<file path="config.mk">
export PLATFORM = sky130hd
export DESIGN_NAME = keyboard_top
export DESIGN_NICKNAME = d
export VERILOG_FILES = /design/src/common/synth_pkg.sv /design/src/common/display_pkg.sv /design/src/verilog/apb_regs.sv /design/src/tone/note_freq_rom.sv /design/src/tone/sine_rom.sv /design/src/tone/tone_generator.sv /design/src/verilog/pwm_dac.sv /design/src/verilog/seg_display.sv /design/src/verilog/keyboard_top.sv
export SDC_FILE = /design/constraint.sdc
export NUM_CORES = 1
export LEC_CHECK = 0
export ABC_AREA = 1
export BUFFER_PORTS_ARGS = -buffer_cell sky130_fd_sc_hd__clkbuf_2
export CAP_MARGIN = 25
export CORE_ASPECT_RATIO = 1.25
export CORE_MARGIN = 2
export CORE_UTILIZATION = 63
export DETAILED_ROUTE_END_ITERATION = 12
export PLACE_DENSITY = 0.87
export RECOVER_POWER = 25
export SYNTH_ARGS = -nofsm -noshare
export SYNTH_HDL_FRONTEND = slang
export SYNTH_SLANG_ARGS = --single-unit
</file>
<file path="constraint.sdc">
create_clock -name clk_in -period 4.15 [get_ports clk_in]
set_input_delay 0.415 -clock clk_in [delete_from_list [all_inputs] [get_ports clk_in]]
set_output_delay 0.415 -clock clk_in [all_outputs]
set_load 0.01 [all_outputs]
</file>
<file path="src/common/synth_pkg.sv">
// note synthesizer types and register map
package synth_pkg;

    ////////////////////////////////////////
    // audio datapath
    ////////////////////////////////////////

    typedef logic [6:0]        note_t;    // piano key, 0..87
    typedef logic signed [7:0] sample_t;
    typedef logic [31:0]       freq_t;    // hz
    typedef logic [31:0]       phase_t;   // accumulator and step

    localparam int    LOG_SAMPLE_RATE = 17;   // about 131 khz
    localparam int    NOTE_COUNT      = 88;
    localparam freq_t DEFAULT_FREQ    = 32'd440;

    ////////////////////////////////////////
    // register map
    ////////////////////////////////////////

    localparam logic [7:0] ADDR_CTRL  = 8'h00;
    localparam logic [7:0] ADDR_STEP  = 8'h04;   // read only
    localparam logic [7:0] ADDR_PHASE = 8'h08;   // read only

    typedef struct packed {
        logic       enable;
        logic [2:0] volume;   // right shift of the sample
        note_t      note;
    } synth_ctrl_t;

    typedef struct packed {
        logic        psel;
        logic        penable;
        logic        pwrite;
        logic [7:0]  paddr;
        logic [31:0] pwdata;
    } apb_req_t;

    typedef struct packed {
        logic [31:0] prdata;
        logic        pready;
        logic        pslverr;
    } apb_rsp_t;

endpackage

</file>
<file path="src/common/display_pkg.sv">
// seven-segment display definitions
package display_pkg;

    localparam int DIGITS = 8;

    typedef logic [3:0] nibble_t;
    typedef logic [6:0] segments_t;   // {g,f,e,d,c,b,a}, lit when high

    // hex digit patterns, 0 through f
    localparam segments_t SEG_TABLE [16] = '{
        7'b0111111,
        7'b0000110,
        7'b1011011,
        7'b1001111,
        7'b1100110,
        7'b1101101,
        7'b1111101,
        7'b0000111,
        7'b1111111,
        7'b1101111,
        7'b1110111,
        7'b1111100,
        7'b0111001,
        7'b1011110,
        7'b1111001,
        7'b1110001
    };

    typedef struct packed {
        logic [DIGITS-1:0] anode;     // active low, one digit at a time
        segments_t         cathode;   // active low
    } seg_drive_t;

endpackage

</file>
<file path="src/verilog/apb_regs.sv">
// apb control and status registers
`timescale 1ns/10ps

module apb_regs import synth_pkg::*; (
    input  logic        clk_in,
    input  logic        rst_in,
    input  apb_req_t    apb_req,
    output apb_rsp_t    apb_rsp,
    output synth_ctrl_t ctrl,
    input  phase_t      step,
    input  phase_t      phase
);

    logic        access;    // second cycle of a transfer
    logic        addr_ok;
    logic        ro_write;  // write to a status address
    logic [31:0] ctrl_word;
    logic [31:0] rdata;

    assign access   = apb_req.psel & apb_req.penable;
    assign addr_ok  = (apb_req.paddr == ADDR_CTRL) ||
                      (apb_req.paddr == ADDR_STEP) ||
                      (apb_req.paddr == ADDR_PHASE);
    assign ro_write = apb_req.pwrite && (apb_req.paddr != ADDR_CTRL);

    // fields sit where they are written
    assign ctrl_word = {17'd0, ctrl.note, 1'b0, ctrl.volume, 3'd0, ctrl.enable};

    ////////////////////////////////////////
    // read mux
    ////////////////////////////////////////

    always_comb begin
        case (apb_req.paddr)
            ADDR_CTRL:  rdata = ctrl_word;
            ADDR_STEP:  rdata = step;
            ADDR_PHASE: rdata = phase;
            default:    rdata = 32'd0;
        endcase
    end

    assign apb_rsp = '{
        prdata:  (apb_req.psel && !apb_req.pwrite) ? rdata : 32'd0,
        pready:  access,                                  // no wait states
        pslverr: access && (!addr_ok || ro_write)
    };

    ////////////////////////////////////////
    // control register
    ////////////////////////////////////////

    always_ff @(posedge clk_in) begin
        if (rst_in) begin
            ctrl <= '0;
        end else if (access && apb_req.pwrite && apb_req.paddr == ADDR_CTRL) begin
            ctrl.enable <= apb_req.pwdata[0];
            ctrl.volume <= apb_req.pwdata[6:4];
            ctrl.note   <= apb_req.pwdata[14:8];
        end
    end

endmodule

</file>
<file path="src/tone/note_freq_rom.sv">
// note to frequency table
`timescale 1ns/10ps

module note_freq_rom import synth_pkg::*; (
    input  logic  clk_in,
    input  note_t note,
    output freq_t freq
);

    // equal temperament from a0 upward in whole hz
    localparam freq_t FREQ_TABLE [NOTE_COUNT] = '{
          27,   29,   31,   33,   35,   37,   39,   41,   44,   46,
          49,   52,   55,   58,   62,   65,   69,   73,   78,   82,
          87,   92,   98,  104,  110,  117,  123,  131,  139,  147,
         156,  165,  175,  185,  196,  208,  220,  233,  247,  262,
         277,  294,  311,  330,  349,  370,  392,  415,  440,  466,
         494,  523,  554,  587,  622,  659,  698,  740,  784,  831,
         880,  932,  988, 1046, 1109, 1175, 1245, 1319, 1397, 1480,
        1568, 1661, 1760, 1865, 1976, 2093, 2217, 2349, 2489, 2637,
        2794, 2960, 3136, 3322, 3520, 3729, 3951, 4186
    };

    always_ff @(posedge clk_in) begin
        if (note < NOTE_COUNT) begin
            freq <= FREQ_TABLE[note];
        end else begin
            freq <= DEFAULT_FREQ;   // past the top key
        end
    end

endmodule

</file>
<file path="src/tone/sine_rom.sv">
// sine lookup table
`timescale 1ns/10ps

module sine_rom (
    input  logic       clk_in,
    input  logic [5:0] phase_index,
    output logic [7:0] amplitude
);

    // one full period, offset binary with 128 at zero
    localparam logic [7:0] SINE_TABLE [64] = '{
        128, 140, 152, 165, 176, 188, 198, 208,
        218, 226, 234, 240, 245, 250, 253, 254,
        255, 254, 253, 250, 245, 240, 234, 226,
        218, 208, 198, 188, 176, 165, 152, 140,
        128, 115, 103,  90,  79,  67,  57,  47,
         37,  29,  21,  15,  10,   5,   2,   1,
          0,   1,   2,   5,  10,  15,  21,  29,
         37,  47,  57,  67,  79,  90, 103, 115
    };

    always_ff @(posedge clk_in) begin
        amplitude <= SINE_TABLE[phase_index];
    end

endmodule

</file>
<file path="src/tone/tone_generator.sv">
// phase accumulator tone generator
`timescale 1ns/10ps

module tone_generator import synth_pkg::*; #(
    parameter int SAMPLE_DIV = 763
) (
    input  logic        clk_in,
    input  logic        rst_in,
    input  synth_ctrl_t ctrl,
    output phase_t      step,
    output phase_t      phase,
    output sample_t     sample
);

    localparam int TICK_W = $clog2(SAMPLE_DIV + 1);

    logic [TICK_W-1:0] tick_cnt;
    logic              tick;
    freq_t             freq;
    logic [7:0]        amplitude;
    sample_t           centered;

    note_freq_rom u_note_freq_rom (
        .clk_in (clk_in),
        .note   (ctrl.note),
        .freq   (freq)
    );

    // step = freq * 2^32 / 2^17, trimmed toward the real divider
    assign step = (freq << (32 - LOG_SAMPLE_RATE)) - (freq >> LOG_SAMPLE_RATE);

    ////////////////////////////////////////
    // sample tick and phase
    ////////////////////////////////////////

    assign tick = (tick_cnt == TICK_W'(SAMPLE_DIV));

    always_ff @(posedge clk_in) begin
        if (rst_in) begin
            tick_cnt <= '0;
            phase    <= '0;
        end else begin
            tick_cnt <= tick ? '0 : tick_cnt + 1'b1;
            if (!ctrl.enable) begin
                phase <= '0;                // parked at mid scale
            end else if (tick) begin
                phase <= phase + step;      // wraps mod 2^32
            end
        end
    end

    sine_rom u_sine_rom (
        .clk_in      (clk_in),
        .phase_index (phase[31:26]),
        .amplitude   (amplitude)
    );

    assign centered = {~amplitude[7], amplitude[6:0]};  // offset binary to signed
    assign sample   = centered >>> ctrl.volume;

endmodule

</file>
<file path="src/verilog/pwm_dac.sv">
// audio pwm output
`timescale 1ns/10ps

module pwm_dac import synth_pkg::*; (
    input  logic    clk_in,
    input  logic    rst_in,
    input  sample_t sample,
    output logic    pwm
);

    logic [7:0] count;
    logic [7:0] level;

    assign level = {~sample[7], sample[6:0]};   // back to offset binary
    assign pwm   = (count < level);

    always_ff @(posedge clk_in) begin
        if (rst_in) begin
            count <= 8'd0;
        end else begin
            count <= count + 8'd1;   // free running, period 256
        end
    end

endmodule

</file>
<file path="src/verilog/seg_display.sv">
// eight digit hex display scanner
`timescale 1ns/10ps

module seg_display import synth_pkg::*, display_pkg::*; #(
    parameter int SCAN_DIV = 100000
) (
    input  logic       clk_in,
    input  logic       rst_in,
    input  phase_t     value,
    output seg_drive_t drive
);

    localparam int SCAN_W = $clog2(SCAN_DIV + 1);

    logic [SCAN_W-1:0] scan_cnt;
    logic [DIGITS-1:0] digit_sel;   // one hot, bit 0 is the low nibble
    nibble_t           nibble;

    always_ff @(posedge clk_in) begin
        if (rst_in) begin
            scan_cnt  <= '0;
            digit_sel <= DIGITS'(1);
        end else if (scan_cnt == SCAN_W'(SCAN_DIV)) begin
            scan_cnt  <= '0;
            digit_sel <= {digit_sel[DIGITS-2:0], digit_sel[DIGITS-1]};
        end else begin
            scan_cnt <= scan_cnt + 1'b1;
        end
    end

    // nibble for the lit digit
    always_comb begin
        nibble = value[3:0];
        for (int i = 0; i < DIGITS; i++) begin
            if (digit_sel[i]) begin
                nibble = value[i*4 +: 4];
            end
        end
    end

    assign drive = '{
        anode:   ~digit_sel,
        cathode: ~SEG_TABLE[nibble]
    };

endmodule

</file>
<file path="src/verilog/keyboard_top.sv">
// note synthesizer top level
`timescale 1ns/10ps

module keyboard_top import synth_pkg::*, display_pkg::*; #(
    parameter int SAMPLE_DIV = 763,      // about 131 khz from 100 mhz
    parameter int SCAN_DIV   = 100000    // about 1 khz per digit
) (
    input  logic        clk_in,
    input  logic        rst_in,
    input  apb_req_t    apb_req,
    output apb_rsp_t    apb_rsp,
    output logic        aud_pwm,
    output logic [15:0] led,
    output seg_drive_t  seg
);

    synth_ctrl_t ctrl;
    phase_t      step;
    phase_t      phase;
    sample_t     sample;

    apb_regs u_apb_regs (
        .clk_in  (clk_in),
        .rst_in  (rst_in),
        .apb_req (apb_req),
        .apb_rsp (apb_rsp),
        .ctrl    (ctrl),
        .step    (step),
        .phase   (phase)
    );

    tone_generator #(
        .SAMPLE_DIV (SAMPLE_DIV)
    ) u_tone_generator (
        .clk_in (clk_in),
        .rst_in (rst_in),
        .ctrl   (ctrl),
        .step   (step),
        .phase  (phase),
        .sample (sample)
    );

    pwm_dac u_pwm_dac (
        .clk_in (clk_in),
        .rst_in (rst_in),
        .sample (sample),
        .pwm    (aud_pwm)
    );

    seg_display #(
        .SCAN_DIV (SCAN_DIV)
    ) u_seg_display (
        .clk_in (clk_in),
        .rst_in (rst_in),
        .value  (step),
        .drive  (seg)
    );

    assign led = step[15:0];

endmodule

</file>
; Word-level counts from Yosys, hierarchy flattened
; Memory sizes are Yosys's and may differ from the RTL's. A register that Yosys moved wholly into a read port is not among the register bits.
; Index checks and enable logic that the tools add are counted.
[totals]
reg_bits = 86
romBits = 4720
output_inout_bits = 66
wordCells = 60
memories = 3
[memory_table]
columns = memory, words, width, read_ports, rd_ports_with_merged_regs, write_ports, line_no
row1 = (name not given), 128, 32, 1, 1, 0, note_freq_rom.sv:25  ; freq <= FREQ_TABLE[note];
row2 = (name not given), 64, 8, 1, 1, 0, sine_rom.sv:23  ; amplitude <= SINE_TABLE[phase_index];
row3 = (name not given), 16, 7, 1, 0, 0, seg_display.sv:43  ; cathode: ~SEG_TABLE[nibble]
[op_classes]
addsub = 5
magnitude_cmp = 3
n_eq_ne = 4
shift = 1
n_mux = 11
bitwise_logic = 9
n_reduce_logical = 16
[op_table]
columns = cell, n
row1 = $pmux 32 s3, 1
row2 = $add 32x32->32, 1
row3 = $mux 32, 1
row4 = $sub 32x15->32, 1
row5 = $mux 4, 7
row6 = $add 17x1->17 const B, 1
row7 = $eq 17x17->1 const B, 1
row8 = $mux 7, 2
row9 = $add 10x1->10 const B, 1
row10 = $eq 10x10->1 const B, 1
row11 = $add 8x1->8 const B, 1
row12 = $eq 8x3->1 const B, 1
row13 = $eq 8x4->1 const B, 1
row14 = $logic_not 8->1, 1
row15 = $lt 8x8->1, 1
row16 = $not 7->8, 1
row17 = $not 8->8, 1
row18 = $reduce_bool 8->1, 1
row19 = $sshr 8x3->8, 1
row20 = $lt 7x7->1 const B, 1
row21 = $not 6->7, 1
row22 = $not 7->7, 1
row23 = $reduce_or 2->1, 3
row24 = $ge 5x5->1 const B, 1
row25 = 6 further kinds, 16

; Logic depth before layout (Yosys ltp)
[depth]
word_depth = 13
mapped_depth = 13
mapped_depth_nobuf = 13

; Hierarchy
; Synthesis repeated with hierarchy kept, for this count alone.
[unflattened]
hier_cells = 1862
area_unflattened_um2 = 11008.1
[by_module_without_submodules]
columns = module, instances, cells_per_inst, area_per_inst_um2, seq_area_each_um2
row1 = tone_generator, 1, 796, 4610.7, 840.8
row2 = note_freq_rom, 1, 299, 1786.7, 260.2
row3 = seg_display, 1, 267, 1759.2, 500.5
row4 = apb_regs, 1, 271, 1440.1, 220.2
row5 = sine_rom, 1, 160, 909.6, 160.2
row6 = pwm_dac, 1, 69, 501.7, 160.2

; Worst setup path before layout
; OpenSTA, ideal clock, no wires.
[synth_timing]
kind = reg-to-output
from = register u_apb_regs.ctrl[7] (netlist name)
to = output aud_pwm
arrival_time_ns = 1.624
required_ns = 3.735
slack_ns = 2.111
path_stages_with_launch = 13
n_path_buf = 1
cell_sequence = dfxtp_1 -> buf_2 -> inv_2 -> o21ai_0 -> nand2_1 -> o311ai_0 -> o21ai_0 -> ha_1 -> nand2_1 -> nand2_1 -> nand2_1 -> nand2_1 -> a21oi_1
[synth_via]
elab_chain_cells = 3
[synth_lines]
columns = element, line_no
row1 = $sshr 8x3->8 (*), tone_generator.sv:59  ; assign sample = centered >>> ctrl.volume;
row2 = $not 1->1, pwm_dac.sv:14  ; assign level = {~sample[7], sample[6:0]};
row3 = $lt 8x8->1 (*), pwm_dac.sv:15  ; assign pwm = (count < level);
row4 = to (decl), keyboard_top.sv:12  ; output logic aud_pwm,
; Every way passes the cells marked *; elsewhere a longest branch is shown, timed or not.

==> flow_summary.yaml <==
timing:
  timing.fmax_mhz: 364
  max-slew-margin-rel_pct: 38.8
  finClkSkew_ns: 0.00890
  fin_crit_ns: 2.74
  worst_hold_slack_ns: 0.331
  rsz0062_at_grt: "false"
  hold_violations: 0
  worst-slew-pin-transition_ns: 0.916
  final-setup-viol-count: 0
  tns_ns: 0
  drv_slew: 0
  min_period_over_period_pct: 66.1
grt:
  grt_pass1_vias: 6686
  antenna_found_initial: 0
  grt_usage_pct: 30.4
  grt_pass1_wl_um: 30100
  grt_max_degree: 27
  gr-total-overflow: 0
clock_tree:
  h-tree-depth: 3
  clockBufferDepth: 2
  path_clk_slew_ns: 0.07
  worstSkewPairLatency_ns: 0.35
  cts_sinks: 92
  post_cts_buffers: 0
  cts_tree: "yes"
  holdBufCountCts: 0
  postCtsResizedCells: 0
  clockRootBuffer: "clkbuf_16"
  cts_buffers: 9
floorplanning:
  initial_core_util_pct: 63.9
  core_area_um2: 11000
  die_h_um: 122
  die_area_um2: 12000
  rows: 43
  top_level_ports: 111
  die_w_um: 98.4
detailed_routing:
  post_drt_wl_per_cell_um: 14.2
  ant_nets: 0
  drt_wl_total_um: 18300
  drc: 0
  drt_first_pass_iters: 7
  vias: 7271
  viasPerCell: 5.66
  drtIter0Drc: 387
synth:
  netlist_instances: 1101
  ys.flop_type: "dfxtp_1"
  ys_async_sr_fraction_pct: 0
  synth.yosys.seq_area_share_pct: 26.3
  synth_area_per_cell_um2: 6.37
  synth_cell_types: 54
  synth_area_um2: 7010
  synth_edf_count: 0
  synth_seq_cells: 92
  yosysWarnings: 0
power:
  powerDensity_nw_per_um2: 237
  ir_drop_v: 0.000172
  clkPwrFrac_pct: 46.3
  switching_power_uw: 451
  swShare_pct: 25.1
  pwr-share-seq_pct: 49.9
  p_int_mw: 1.34
  p_comb_share_pct: 3.7
  p_leak_nw: 3.39
cells_and_area:
  nets: 1237
  areaGrowthSynthToFinish_pct: 7.82
  fillers: 989
  register_area_um2: 1840
  drive_gt1_share_pct: 10.7
  antenna_cells: 0
  multi_input_area_um2: 4290
  mostFrequentLayoutCells: "224 x nand2_1, 140 x inv_1, 106 x nor2_1"
  final_common_cell: "nand2_1"
worst_hold_path:
  worst_hold_path_type: "input port to flop"
placement:
  numPortBuffers: 70
  hpwl_um: 13800
  place_congestion: 1.01
setup_path:
  cp.arrival_ns: 2.33
  cp-start-kind: "input port"
  cp-end-kind: "output port"
  criticalPathCategory: "input port to output port"
  worstPathMaxFanout: 14
  critPathRequiredTime_ns: 3.73
flow_run:
  maxCapViolCount: 0
run_status:
  status: "finished, final reports clean"
==> cell type report <==
class | instances | share of cell area, %
Multi-Input combinational cell | 808 | 56.7
Tap cell | 135 | 2.23
Clock buffer | 9 | 2.98
Inverter | 163 | 8.09
Sequential cell | 92 | 24.4
Timing Repair Buffer | 71 | 4.59
Clock inverter | 7 | 1.04
==> worst max-delay path, stage by stage <==
cell and delay [ns]:
clkbuf_2 0.08, nor2_1 0.09, nand2_1 0.08, inv_2 0.07, nand4_1 0.58, nand3_1 0.37, nand3_2 0.29, nor2_1 0.21
clkbuf_2 0.15
==> final timing paths <==
path	from	endpoint	slack, ns	cells after the start
setup reg to reg	u_apb_regs.ctrl[1]$_SDFFE_PP0P_	u_tone_generator.u_note_freq_rom.freq[7]$_SDFF_PP1_	1.81	10
hold reg to reg	u_seg_display.scan_cnt[0]$_SDFF_PP0_	u_seg_display.scan_cnt[0]$_SDFF_PP0_	0.45	1
hold / removal	apb_req[12]	u_apb_regs.ctrl[4]$_SDFFE_PP0P_	0.33	3
setup / recovery	apb_req[37]	apb_rsp[19]	1.41	9
==> state kept, by name (all words and copies together), names as in the netlist <==
name                                   flops
u_tone_generator.u_note_freq_rom.freq     13
u_pwm_dac.count                            8
u_tone_generator.u_sine_rom.amplitude      8
u_tone_generator.phase                    17
u_tone_generator.tick_cnt                 10
u_apb_regs.ctrl                           11
u_seg_display.scan_cnt                    17
u_seg_display.digit_sel                    8
==> synthesized netlist by cell type, drive strengths merged, types with 3 or more instances <==
cell,count,area (um2)
a21o,3,22.5
a21oi,104,524
a31oi,5,31.3
buf,44,282
clkbuf,12,45.0
dfxtp,92,1840
ha,46,576
inv,161,604
nand2,232,901
nand3,64,325
nand4,8,71.3
nor2,115,472
nor3,31,171
nor3b,4,30.0
o2111ai,4,35.0
o211ai,6,45.0
o21a,3,22.5
o21ai,103,515
o21bai,3,22.5
o22ai,19,119
o31ai,4,30.0
or2,3,18.8
xnor2,4,35.0
xor2,11,96.3
==> through the flow <==
stage               std cells  setup slack [ns]  power (mW)  utilization, %  cell area, um2
global route             1285              1.22        1.85            68.9            7560
floorplan                1119              2.11       0.976               -            7080
finish                   1285              1.41        1.79            68.9            7560
CTS                      1285              1.46        1.80            69.1            7580
detailed placement       1269              1.42       0.984            66.3            7280
global placement         1269              1.54       0.981            66.3            7280
==> power groups by stage <==
stage / logic, mW / registers [mW] / clock network, mW
after floorplan: 0.0608 / 0.915 / 0
after global placement: 0.0654 / 0.916 / 0
after detailed placement: 0.0676 / 0.917 / 0
final: 0.0672 / 0.896 / 0.831
after global routing: 0.0771 / 0.897 / 0.872
after CTS: 0.0681 / 0.896 / 0.839
==> per-layer routing <==
layer / global-route usage [%] / share of wire [%]
met5: 0 / 0
met4: 17.6 / 5.1
met3: 4.93 / 6.1
met2: 54.8 / 50
met1: 33.6 / 39
==> cell families (layout without fill, tap and decap cells) <==
group | Yosys count | count (layout) | share of synthesized area, %
XOR/XNOR | 15 | 15 | 1.87
AND/OR/NAND/NOR | 462 | 462 | 28.9
AO/OA/AOI/OAI | 265 | 265 | 21.1
other | 1 | 19 | 0.0535
buffers and inverters | 219 | 250 | 13.4
flip-flops | 92 | 92 | 26.3
adder cells (fa/ha/maj) | 47 | 47 | 8.50
(Power assumes the default switching activity.)
